<file path="config.mk">
export PLATFORM = sky130hd
export DESIGN_NAME = pbch_ibar_detect
export DESIGN_NICKNAME = d
export VERILOG_FILES = /design/src/pbch_pkg.sv /design/src/pbch_ifs.sv /design/src/dmrs_gold_gen.sv /design/src/dmrs_store.sv /design/src/pilot_extract.sv /design/src/ibar_correlator.sv /design/src/pbch_ibar_detect.sv
export VERILOG_INCLUDE_DIRS = /design/src
export SDC_FILE = /design/constraint.sdc
export NUM_CORES = 2
export LEC_CHECK = 0
export BUFFER_PORTS_ARGS = -buffer_cell sky130_fd_sc_hd__buf_2
export CORE_AREA = 5 5 513 465
export CTS_CLUSTER_SIZE = 24
export DETAILED_ROUTE_END_ITERATION = 8
export DIE_AREA = 0 0 518 470
export PLACE_DENSITY = 0.65
export SLEW_MARGIN = 20
export SYNTH_ARGS = -nofsm -noshare
export SYNTH_HDL_FRONTEND = slang
export SYNTH_SLANG_ARGS = --single-unit
export TNS_END_PERCENT = 5
</file>
<file path="constraint.sdc">
create_clock -name clk_i -period 13.7 [get_ports clk_i]
set_input_delay 2.055 -clock clk_i [delete_from_list [all_inputs] [get_ports clk_i]]
set_output_delay 2.055 -clock clk_i [all_outputs]
set_load 0.02 [all_outputs]
</file>
<file path="src/pbch_macros.svh">
`ifndef PBCH_MACROS_SVH
`define PBCH_MACROS_SVH

// one OFDM symbol of the SSB as seen after the FFT
`define PBCH_FFT_LEN 256
`define PBCH_GUARD_SC 8
`define PBCH_PILOTS_PER_SYM 60

// DMRS table size, in bit pairs per ibar_SSB candidate
`define PBCH_DMRS_LEN 144
`define PBCH_NUM_IBAR 8

// length-31 Gold sequence parameters
`define PBCH_GOLD_NC 1600
`define PBCH_LFSR_N 31

// a sample carries the real part in the low half and the imaginary part in the high half
`define PBCH_SAMPLE_DW 32

`endif

</file>
<file path="src/pbch_pkg.sv">
`default_nettype none

`include "pbch_macros.svh"

package pbch_pkg;

    typedef logic [9:0] cell_id_t;
    typedef logic [2:0] ibar_t;
    typedef logic [1:0] qpsk_bits_t;
    typedef logic [7:0] dmrs_addr_t;

    // one table entry holds pair k of every candidate, candidate i at index i
    typedef qpsk_bits_t [`PBCH_NUM_IBAR-1:0] dmrs_row_t;

    // up to 60 pilots with two bits each
    typedef logic [6:0] corr_t;

    typedef enum logic [2:0] {IDLE, LOAD, SKIP, STORE, DONE} gen_state_e;

    typedef enum logic [1:0] {WAIT, COUNT, DECIDE} det_state_e;

endpackage

`default_nettype wire

</file>
<file path="src/pbch_ifs.sv">
`timescale 1ns/1ps
`default_nettype none

// DMRS table writes from the Gold generator
interface dmrs_wr_if;
    logic                  wr_valid;
    pbch_pkg::dmrs_addr_t  wr_addr;
    pbch_pkg::dmrs_row_t   wr_row;
    logic                  wr_done;

    modport source (output wr_valid, wr_addr, wr_row, wr_done);
    modport sink   (input  wr_valid, wr_addr, wr_row, wr_done);
endinterface

// demodulated pilots of one PBCH symbol
interface pilot_if;
    logic                  p_valid;
    pbch_pkg::dmrs_addr_t  p_idx;
    pbch_pkg::qpsk_bits_t  p_rx;
    logic                  p_last;

    modport source (output p_valid, p_idx, p_rx, p_last);
    modport sink   (input  p_valid, p_idx, p_rx, p_last);
endinterface

// pilots together with the reference pairs of all candidates
interface ref_if;
    logic                  r_valid;
    pbch_pkg::qpsk_bits_t  r_rx;
    pbch_pkg::dmrs_row_t   r_row;
    logic                  r_last;

    modport source (output r_valid, r_rx, r_row, r_last);
    modport sink   (input  r_valid, r_rx, r_row, r_last);
endinterface

`default_nettype wire

</file>
<file path="src/dmrs_gold_gen.sv">
`timescale 1ns/1ps
`default_nettype none

`include "pbch_macros.svh"

module dmrs_gold_gen (
    input  logic               clk_i,
    input  logic               reset_ni,
    input  pbch_pkg::cell_id_t cell_id_i,
    input  logic               cell_id_valid_i,
    dmrs_wr_if.source          wr,
    output pbch_pkg::cell_id_t cell_id_o
);

    pbch_pkg::gen_state_e      state_q;
    pbch_pkg::cell_id_t        cell_id_q;
    logic [10:0]               cnt_q;
    logic [`PBCH_LFSR_N-1:0]   x1_q;
    logic [`PBCH_LFSR_N-1:0]   x1_nxt;
    logic [`PBCH_LFSR_N-1:0]   x2_q   [`PBCH_NUM_IBAR];
    logic [`PBCH_LFSR_N-1:0]   x2_nxt [`PBCH_NUM_IBAR];
    logic [`PBCH_NUM_IBAR-1:0] chip;
    logic [`PBCH_NUM_IBAR-1:0] hi_q;
    logic                      wr_valid_q;
    logic                      wr_done_q;
    pbch_pkg::dmrs_addr_t      wr_addr_q;
    pbch_pkg::dmrs_row_t       wr_row_q;

    // c_init = 2^11 (i+1) (floor(N_id/4)+1) + 2^6 (i+1) + (N_id mod 4)
    function automatic logic [`PBCH_LFSR_N-1:0] calc_c_init(input pbch_pkg::cell_id_t id,
                                                           input int unsigned idx);
        logic [31:0] v;
        v = (((idx + 1) * ((id >> 2) + 1)) << 11) + ((idx + 1) << 6) + id[1:0];
        return v[`PBCH_LFSR_N-1:0];
    endfunction

    // bit j of a register holds x(n+j), so bit 0 is the chip of step n
    always_comb begin
        x1_nxt = {x1_q[3] ^ x1_q[0], x1_q[`PBCH_LFSR_N-1:1]};
        for (int i = 0; i < `PBCH_NUM_IBAR; i++) begin
            x2_nxt[i] = {x2_q[i][3] ^ x2_q[i][2] ^ x2_q[i][1] ^ x2_q[i][0],
                         x2_q[i][`PBCH_LFSR_N-1:1]};
            chip[i]   = x1_q[0] ^ x2_q[i][0];
        end
    end

    always_ff @(posedge clk_i) begin
        if (!reset_ni) begin
            state_q    <= pbch_pkg::IDLE;
            cell_id_q  <= '0;
            cnt_q      <= '0;
            wr_valid_q <= 1'b0;
            wr_done_q  <= 1'b0;
        end else if (cell_id_valid_i) begin
            // a new cell id always restarts the whole table
            cell_id_q  <= cell_id_i;
            state_q    <= pbch_pkg::LOAD;
            wr_valid_q <= 1'b0;
            wr_done_q  <= 1'b0;
        end else begin
            wr_valid_q <= 1'b0;
            case (state_q)
                pbch_pkg::LOAD: begin
                    x1_q <= `PBCH_LFSR_N'(1);
                    for (int i = 0; i < `PBCH_NUM_IBAR; i++) begin
                        x2_q[i] <= calc_c_init(cell_id_q, i);
                    end
                    cnt_q   <= '0;
                    state_q <= pbch_pkg::SKIP;
                end
                pbch_pkg::SKIP: begin
                    x1_q <= x1_nxt;
                    x2_q <= x2_nxt;
                    if (cnt_q == `PBCH_GOLD_NC - 1) begin
                        cnt_q   <= '0;
                        state_q <= pbch_pkg::STORE;
                    end else begin
                        cnt_q <= cnt_q + 11'd1;
                    end
                end
                pbch_pkg::STORE: begin
                    x1_q <= x1_nxt;
                    x2_q <= x2_nxt;
                    cnt_q <= cnt_q + 11'd1;
                    if (!cnt_q[0]) begin
                        hi_q <= chip;
                    end else begin
                        // even chip is the high bit of the pair
                        wr_valid_q <= 1'b1;
                        wr_addr_q  <= cnt_q[8:1];
                        for (int i = 0; i < `PBCH_NUM_IBAR; i++) begin
                            wr_row_q[i] <= {hi_q[i], chip[i]};
                        end
                    end
                    if (cnt_q == 2 * `PBCH_DMRS_LEN - 1) begin
                        wr_done_q <= 1'b1;
                        state_q   <= pbch_pkg::DONE;
                    end
                end
                // IDLE and DONE wait for the next cell id
                default: begin
                end
            endcase
        end
    end

    assign wr.wr_valid = wr_valid_q;
    assign wr.wr_addr  = wr_addr_q;
    assign wr.wr_row   = wr_row_q;
    assign wr.wr_done  = wr_done_q;
    assign cell_id_o   = cell_id_q;

    // table writes only ever follow a cycle spent in STORE
    assert property (@(posedge clk_i) disable iff (!reset_ni)
        $rose(wr_valid_q) |-> $past(state_q == pbch_pkg::STORE));

endmodule

`default_nettype wire

</file>
<file path="src/dmrs_store.sv">
`timescale 1ns/1ps
`default_nettype none

`include "pbch_macros.svh"

module dmrs_store (
    input  logic    clk_i,
    dmrs_wr_if.sink wr,
    pilot_if.sink   p,
    ref_if.source   r
);

    pbch_pkg::dmrs_row_t  mem [`PBCH_DMRS_LEN];
    pbch_pkg::dmrs_row_t  row_q;
    pbch_pkg::qpsk_bits_t rx_q;
    logic                 valid_q;
    logic                 last_q;

    always_ff @(posedge clk_i) begin
        if (wr.wr_valid) begin
            mem[wr.wr_addr] <= wr.wr_row;
        end
    end

    // the pilot fields are delayed by one cycle so they line up with the table read
    always_ff @(posedge clk_i) begin
        row_q   <= mem[p.p_idx];
        rx_q    <= p.p_rx;
        valid_q <= p.p_valid;
        last_q  <= p.p_last;
    end

    assign r.r_valid = valid_q;
    assign r.r_rx    = rx_q;
    assign r.r_row   = row_q;
    assign r.r_last  = last_q;

    // pilots are only read once the generator has finished the table
    assert property (@(posedge clk_i) p.p_valid |-> !wr.wr_valid);

endmodule

`default_nettype wire

</file>
<file path="src/pilot_extract.sv">
`timescale 1ns/1ps
`default_nettype none

`include "pbch_macros.svh"

module pilot_extract (
    input  logic                       clk_i,
    input  logic                       reset_ni,
    input  logic [`PBCH_SAMPLE_DW-1:0] sample_i,
    input  logic                       sample_valid_i,
    input  logic                       pbch_start_i,
    input  logic                       dmrs_ready_i,
    input  pbch_pkg::cell_id_t         cell_id_i,
    pilot_if.source                    p
);

    pbch_pkg::det_state_e state_q;
    logic [7:0]           sc_q;
    logic [7:0]           sc_off;
    pbch_pkg::dmrs_addr_t pil_cnt_q;
    logic                 is_pilot;
    logic                 p_valid_q;
    pbch_pkg::dmrs_addr_t p_idx_q;
    pbch_pkg::qpsk_bits_t p_rx_q;

    // pilots sit every fourth subcarrier outside the guards, shifted by N_id mod 4
    assign sc_off   = sc_q - 8'(`PBCH_GUARD_SC);
    assign is_pilot = (sc_q >= `PBCH_GUARD_SC) && (sc_q < `PBCH_FFT_LEN - `PBCH_GUARD_SC) &&
                      (sc_off[1:0] == cell_id_i[1:0]);

    always_ff @(posedge clk_i) begin
        if (!reset_ni) begin
            state_q   <= pbch_pkg::WAIT;
            sc_q      <= '0;
            pil_cnt_q <= '0;
            p_valid_q <= 1'b0;
        end else begin
            p_valid_q <= 1'b0;
            case (state_q)
                pbch_pkg::WAIT: begin
                    if (pbch_start_i && dmrs_ready_i) begin
                        sc_q      <= '0;
                        pil_cnt_q <= '0;
                        state_q   <= pbch_pkg::COUNT;
                    end
                end
                pbch_pkg::COUNT: begin
                    if (!dmrs_ready_i) begin
                        // the table is being rebuilt, so drop the symbol
                        state_q <= pbch_pkg::WAIT;
                    end else if (sample_valid_i) begin
                        if (is_pilot) begin
                            // hard decision on the sign bits of real and imaginary
                            p_valid_q <= 1'b1;
                            p_idx_q   <= pil_cnt_q;
                            p_rx_q    <= {sample_i[`PBCH_SAMPLE_DW/2-1],
                                          sample_i[`PBCH_SAMPLE_DW-1]};
                            pil_cnt_q <= pil_cnt_q + 8'd1;
                        end
                        sc_q <= sc_q + 8'd1;
                        if (sc_q == `PBCH_FFT_LEN - 1) begin
                            state_q <= pbch_pkg::DECIDE;
                        end
                    end
                end
                default: begin
                    state_q <= pbch_pkg::WAIT;
                end
            endcase
        end
    end

    assign p.p_valid = p_valid_q;
    assign p.p_idx   = p_idx_q;
    assign p.p_rx    = p_rx_q;
    assign p.p_last  = (state_q == pbch_pkg::DECIDE);

    assert property (@(posedge clk_i) disable iff (!reset_ni)
        p.p_last |-> pil_cnt_q == `PBCH_PILOTS_PER_SYM);

endmodule

`default_nettype wire

</file>
<file path="src/ibar_correlator.sv">
`timescale 1ns/1ps
`default_nettype none

`include "pbch_macros.svh"

module ibar_correlator (
    input  logic              clk_i,
    input  logic              reset_ni,
    ref_if.sink               r,
    output pbch_pkg::ibar_t   ibar_o,
    output pbch_pkg::corr_t   peak_corr_o,
    output logic              ibar_valid_o
);

    pbch_pkg::corr_t acc_q [`PBCH_NUM_IBAR];
    pbch_pkg::corr_t sum   [`PBCH_NUM_IBAR];
    logic [1:0]      agree [`PBCH_NUM_IBAR];
    pbch_pkg::ibar_t best_idx;
    pbch_pkg::corr_t best_val;
    pbch_pkg::ibar_t ibar_q;
    pbch_pkg::corr_t peak_q;
    logic            valid_q;

    // count matching bits against every candidate and fold in the current pilot
    always_comb begin
        for (int i = 0; i < `PBCH_NUM_IBAR; i++) begin
            agree[i] = {1'b0, r.r_rx[1] == r.r_row[i][1]} + {1'b0, r.r_rx[0] == r.r_row[i][0]};
            sum[i]   = r.r_valid ? acc_q[i] + {5'b0, agree[i]} : acc_q[i];
        end
    end

    // a strict compare keeps the lowest index when scores tie
    always_comb begin
        best_idx = '0;
        best_val = sum[0];
        for (int i = 1; i < `PBCH_NUM_IBAR; i++) begin
            if (sum[i] > best_val) begin
                best_val = sum[i];
                best_idx = pbch_pkg::ibar_t'(i);
            end
        end
    end

    always_ff @(posedge clk_i) begin
        if (!reset_ni) begin
            for (int i = 0; i < `PBCH_NUM_IBAR; i++) begin
                acc_q[i] <= '0;
            end
            ibar_q  <= '0;
            peak_q  <= '0;
            valid_q <= 1'b0;
        end else begin
            valid_q <= 1'b0;
            if (r.r_last) begin
                ibar_q  <= best_idx;
                peak_q  <= best_val;
                valid_q <= 1'b1;
                for (int i = 0; i < `PBCH_NUM_IBAR; i++) begin
                    acc_q[i] <= '0;
                end
            end else begin
                acc_q <= sum;
            end
        end
    end

    assign ibar_o       = ibar_q;
    assign peak_corr_o  = peak_q;
    assign ibar_valid_o = valid_q;

endmodule

`default_nettype wire

</file>
<file path="src/pbch_ibar_detect.sv">
`timescale 1ns/1ps
`default_nettype none

`include "pbch_macros.svh"

module pbch_ibar_detect (
    input  logic                       clk_i,
    input  logic                       reset_ni,
    input  pbch_pkg::cell_id_t         cell_id_i,
    input  logic                       cell_id_valid_i,
    input  logic [`PBCH_SAMPLE_DW-1:0] sample_i,
    input  logic                       sample_valid_i,
    input  logic                       pbch_start_i,
    output logic                       dmrs_ready_o,
    output pbch_pkg::ibar_t            ibar_o,
    output pbch_pkg::corr_t            peak_corr_o,
    output logic                       ibar_valid_o
);

    pbch_pkg::cell_id_t cell_id;

    dmrs_wr_if wr_bus ();
    pilot_if   pilot_bus ();
    ref_if     ref_bus ();

    dmrs_gold_gen u_gold_gen (
        .clk_i           (clk_i),
        .reset_ni        (reset_ni),
        .cell_id_i       (cell_id_i),
        .cell_id_valid_i (cell_id_valid_i),
        .wr              (wr_bus.source),
        .cell_id_o       (cell_id)
    );

    dmrs_store u_store (
        .clk_i (clk_i),
        .wr    (wr_bus.sink),
        .p     (pilot_bus.sink),
        .r     (ref_bus.source)
    );

    pilot_extract u_extract (
        .clk_i          (clk_i),
        .reset_ni       (reset_ni),
        .sample_i       (sample_i),
        .sample_valid_i (sample_valid_i),
        .pbch_start_i   (pbch_start_i),
        .dmrs_ready_i   (wr_bus.wr_done),
        .cell_id_i      (cell_id),
        .p              (pilot_bus.source)
    );

    ibar_correlator u_correlator (
        .clk_i        (clk_i),
        .reset_ni     (reset_ni),
        .r            (ref_bus.sink),
        .ibar_o       (ibar_o),
        .peak_corr_o  (peak_corr_o),
        .ibar_valid_o (ibar_valid_o)
    );

    assign dmrs_ready_o = wr_bus.wr_done;

endmodule

`default_nettype wire

</file>
==> flow_summary.json <==
{
  "io_pins": 59,
  "syn_nets": 5381,
  "slew_viol_final": 0,
  "cts_root_buf": "clkbuf_16",
  "layout-area-overhead-vs-synth_pct": 12.9,
  "worstSetupPathType": "flip-flop to flip-flop",
  "grt_usage_pct": 20.0,
  "slew_headroom_pct": 19.6,
  "grtUsageMet3_pct": 4.54,
  "synth_area_leaders": "edfxtp_1 (73%), mux4_2 (16%), dfxtp_1 (2.4%)",
  "busiest_layer": "met2",
  "rows": 168,
  "stdcell_area_um2": 123000,
  "antenna_found_initial": 12,
  "syn_area_um2": 109000,
  "totalNegativeSetupSlack_ps": 0,
  "cts.sinks": 2757,
  "drc_errors": 0,
  "grt_pass1_vias": 51700,
  "cp.buffers_inverters": 2,
  "gp_congestion": 0.836,
  "wire_per_inst_um": 27.8,
  "synthArstFlopShare_pct": 0,
  "portBuffers": 28,
  "critPathTopFamily": "compound AO/OA/AOI/OAI gates",
  "syn_area_per_cell_um2": 20.8,
  "status": "complete, no violations",
  "post-route-period-util_pct": 91.4,
  "required_ps": 14490,
  "place_area_um2": 114000,
  "leakage_uw": 0.0395,
  "insertion_delay_ps": 910,
  "h-tree-depth": 5,
  "cp.arrival_ps": 13310,
  "synth_seq_area_share_pct": 74.9,
  "cap_violations": 0,
  "drt-total-wl_um": 245000,
  "clk_pin_slew_ps": 60,
  "crit_path_max_incr_delay_ps": 470,
  "end_kind": "flip-flop",
  "n_fill_cell": 17900,
  "core_area_um2": 232000,
  "cts_made_buffers": 294,
  "clockBufferDepth": 4,
  "cts_tree": "built",
  "ys_warn_count": 0,
  "finClkSkew_ps": 55.9,
  "synth.distinct_cells": 76,
  "ant_nets": 0,
  "synth_top_cell_by_area": "edfxtp_1",
  "worst_path_max_delay_cell": "or3_1",
  "grt.met2_usage_pct": 29.9,
  "die_y_um": 470,
  "firstDrtPassIters": 7,
  "min_period_ps": 12530,
  "crit_path_frequent_cell": "ha_1",
  "postCtsSetupRepairBufs": 0,
  "ir_worst_vdd_mv": 0.139,
  "synth_top_area_share_pct": 72.5,
  "p_per_area_nw_per_um2": 136,
  "ys_seq_elements": 2757,
  "hold_class": "flip-flop to flip-flop",
  "cp-start-kind": "flip-flop",
  "final_layout_size_suffix_gt1_share_pct": 25.9,
  "yosysMostFrequentCell": "edfxtp_1",
  "met1_usage_pct": 29.2,
  "vias": 51800,
  "initial_utilization_pct": 46.8,
  "final_nets": 5674,
  "hold_viol": 0,
  "synth_edf_count": 2625,
  "hpwl_um": 140000,
  "synth-main-ff-cell": "edfxtp_1",
  "timing.fmax_mhz": 79.8,
  "grt_max_degree": 205,
  "overflow": 0,
  "dr.first_iter.drc_count": 6070,
  "via_per_inst": 5.89,
  "grt_pass1_wl_um": 358000,
  "die-width_um": 518,
  "worst_slew_pin_slew_ps": 1200,
  "dieArea_um2": 243000,
  "crit_path_max_fanout": 8,
  "ys_top_cells_by_count": "edfxtp_1 (2625), mux4_2 (752), nor2_1 (277), and2_1 (184), nand2_1 (172)",
  "synthCells": 5226,
  "setup_violations": 0
}
flip-flops by register name (all words and copies together), names as in the netlist, 10 cells and up:
signal,cells
u_store.mem,2304
u_store.r.r_row,16
u_gold_gen.cnt_q,11
u_gold_gen.x1_q,31
u_gold_gen.wr.wr_row,16
u_correlator.acc_q,56
u_gold_gen.cell_id_o,10
u_gold_gen.x2_nxt,240
stage by stage:
stage	power, uW	hold WS [ps]	cells	setup WS (ps)	util [%]
after floorplan	9410	310	5226	1220	-
after CTS	16900	331	8776	132	52.8
after detailed placement	9440	318	8281	192	48.9
final	16700	329	8788	1170	52.9
after global routing	17300	340	8779	-37.4	52.9
after global placement	9440	318	8280	179	48.9
kinds of logic after synthesis:
| logic type | after synthesis | share of synthesized area [%] |
|---|---|---|
| compound gates | 272 | 1.62 |
| xor+xnor | 141 | 1.15 |
| fa+ha+maj | 110 | 1.37 |
| buf+inv | 325 | 1.20 |
| flops | 2757 | 74.9 |
| mux | 799 | 16.0 |
| simple gates | 822 | 3.70 |
cells in the final DEF (no fill, tap or decap), drive strengths merged, types with 5 or more instances in the layout:
cell | synthesis | routed
and3 | 11 | 11
o21bai | 6 | 6
o21ai | 75 | 75
nor4 | 6 | 6
nor3 | 12 | 12
a21o | 48 | 48
dfxtp | 132 | 132
buf | 95 | 247
nand2b | 23 | 23
nand4 | 32 | 32
ha | 92 | 92
nor2b | 40 | 40
diode | 0 | 10
clkinvlp | 0 | 7
nor2 | 277 | 277
mux2i | 39 | 39
nand3 | 37 | 37
clkinv | 1 | 100
xor2 | 59 | 59
xnor2 | 82 | 82
a21oi | 56 | 56
or3 | 8 | 8
o31ai | 7 | 7
o21a | 34 | 34
clkbuf | 155 | 366
edfxtp | 2625 | 2625
mux4 | 752 | 752
fa | 16 | 16
bufinv | 0 | 17
a31oi | 7 | 7
nand2 | 172 | 172
o22ai | 5 | 5
inv | 74 | 80
and2 | 184 | 184
a211oi | 6 | 6
mux2 | 8 | 8
final timing paths:
path,start,end,slack (ps),cells past startpoint
worst max-delay path,u_store.r.r_rx[0],u_correlator.peak_corr_o[2],1170,58
worst min-delay path,u_extract.p.p_valid,u_store.r.r_valid,330,0
worst max register to register,u_store.r.r_rx[0],u_correlator.peak_corr_o[2],1170,58
worst min register to register,u_extract.p.p_valid,u_store.r.r_valid,330,0
area by class of cell:
| cell class | count | area, um^2 | area share (%) |
|---|---|---|---|
| flip-flops and latches | 2757 | 81500 | 66.4 |
| multi-input cells | 2144 | 26300 | 21.4 |
| clock buffers | 366 | 7870 | 6.41 |
| well taps | 3060 | 3830 | 3.12 |
| repair buffers | 247 | 1920 | 1.56 |
| clock inverters | 129 | 1070 | 0.876 |
| inverters | 75 | 282 | 0.229 |
| diodes | 10 | 25.0 | 0.0204 |
routing by layer:
layer / vias up / part of all wire [%] / wire (um)
li1: 21900 / - / -
met1: 27400 / 42 / 103000
met2: 2052 / 46 / 112000
met3: 431 / 8.4 / 20600
met4: 0 / 3.5 / 8440
met5: - / 0 / 0
power breakdown:
| part | switching (uW) | total (uW) | internal, uW |
|---|---|---|---|
| clock | 3100 | 7470 | 4370 |
| combinational | 78.7 | 127 | 48.4 |
| sequential | 10.5 | 9140 | 9130 |
what timing repair did:
action	4_1_cts	5_1_grt
hold endpoints to repair	0	0
gates resized for setup	0	22
hold buffers	0	0
endpoints found under the setup margin	0	10
Note: power is estimated with default switching activity, not from simulation.
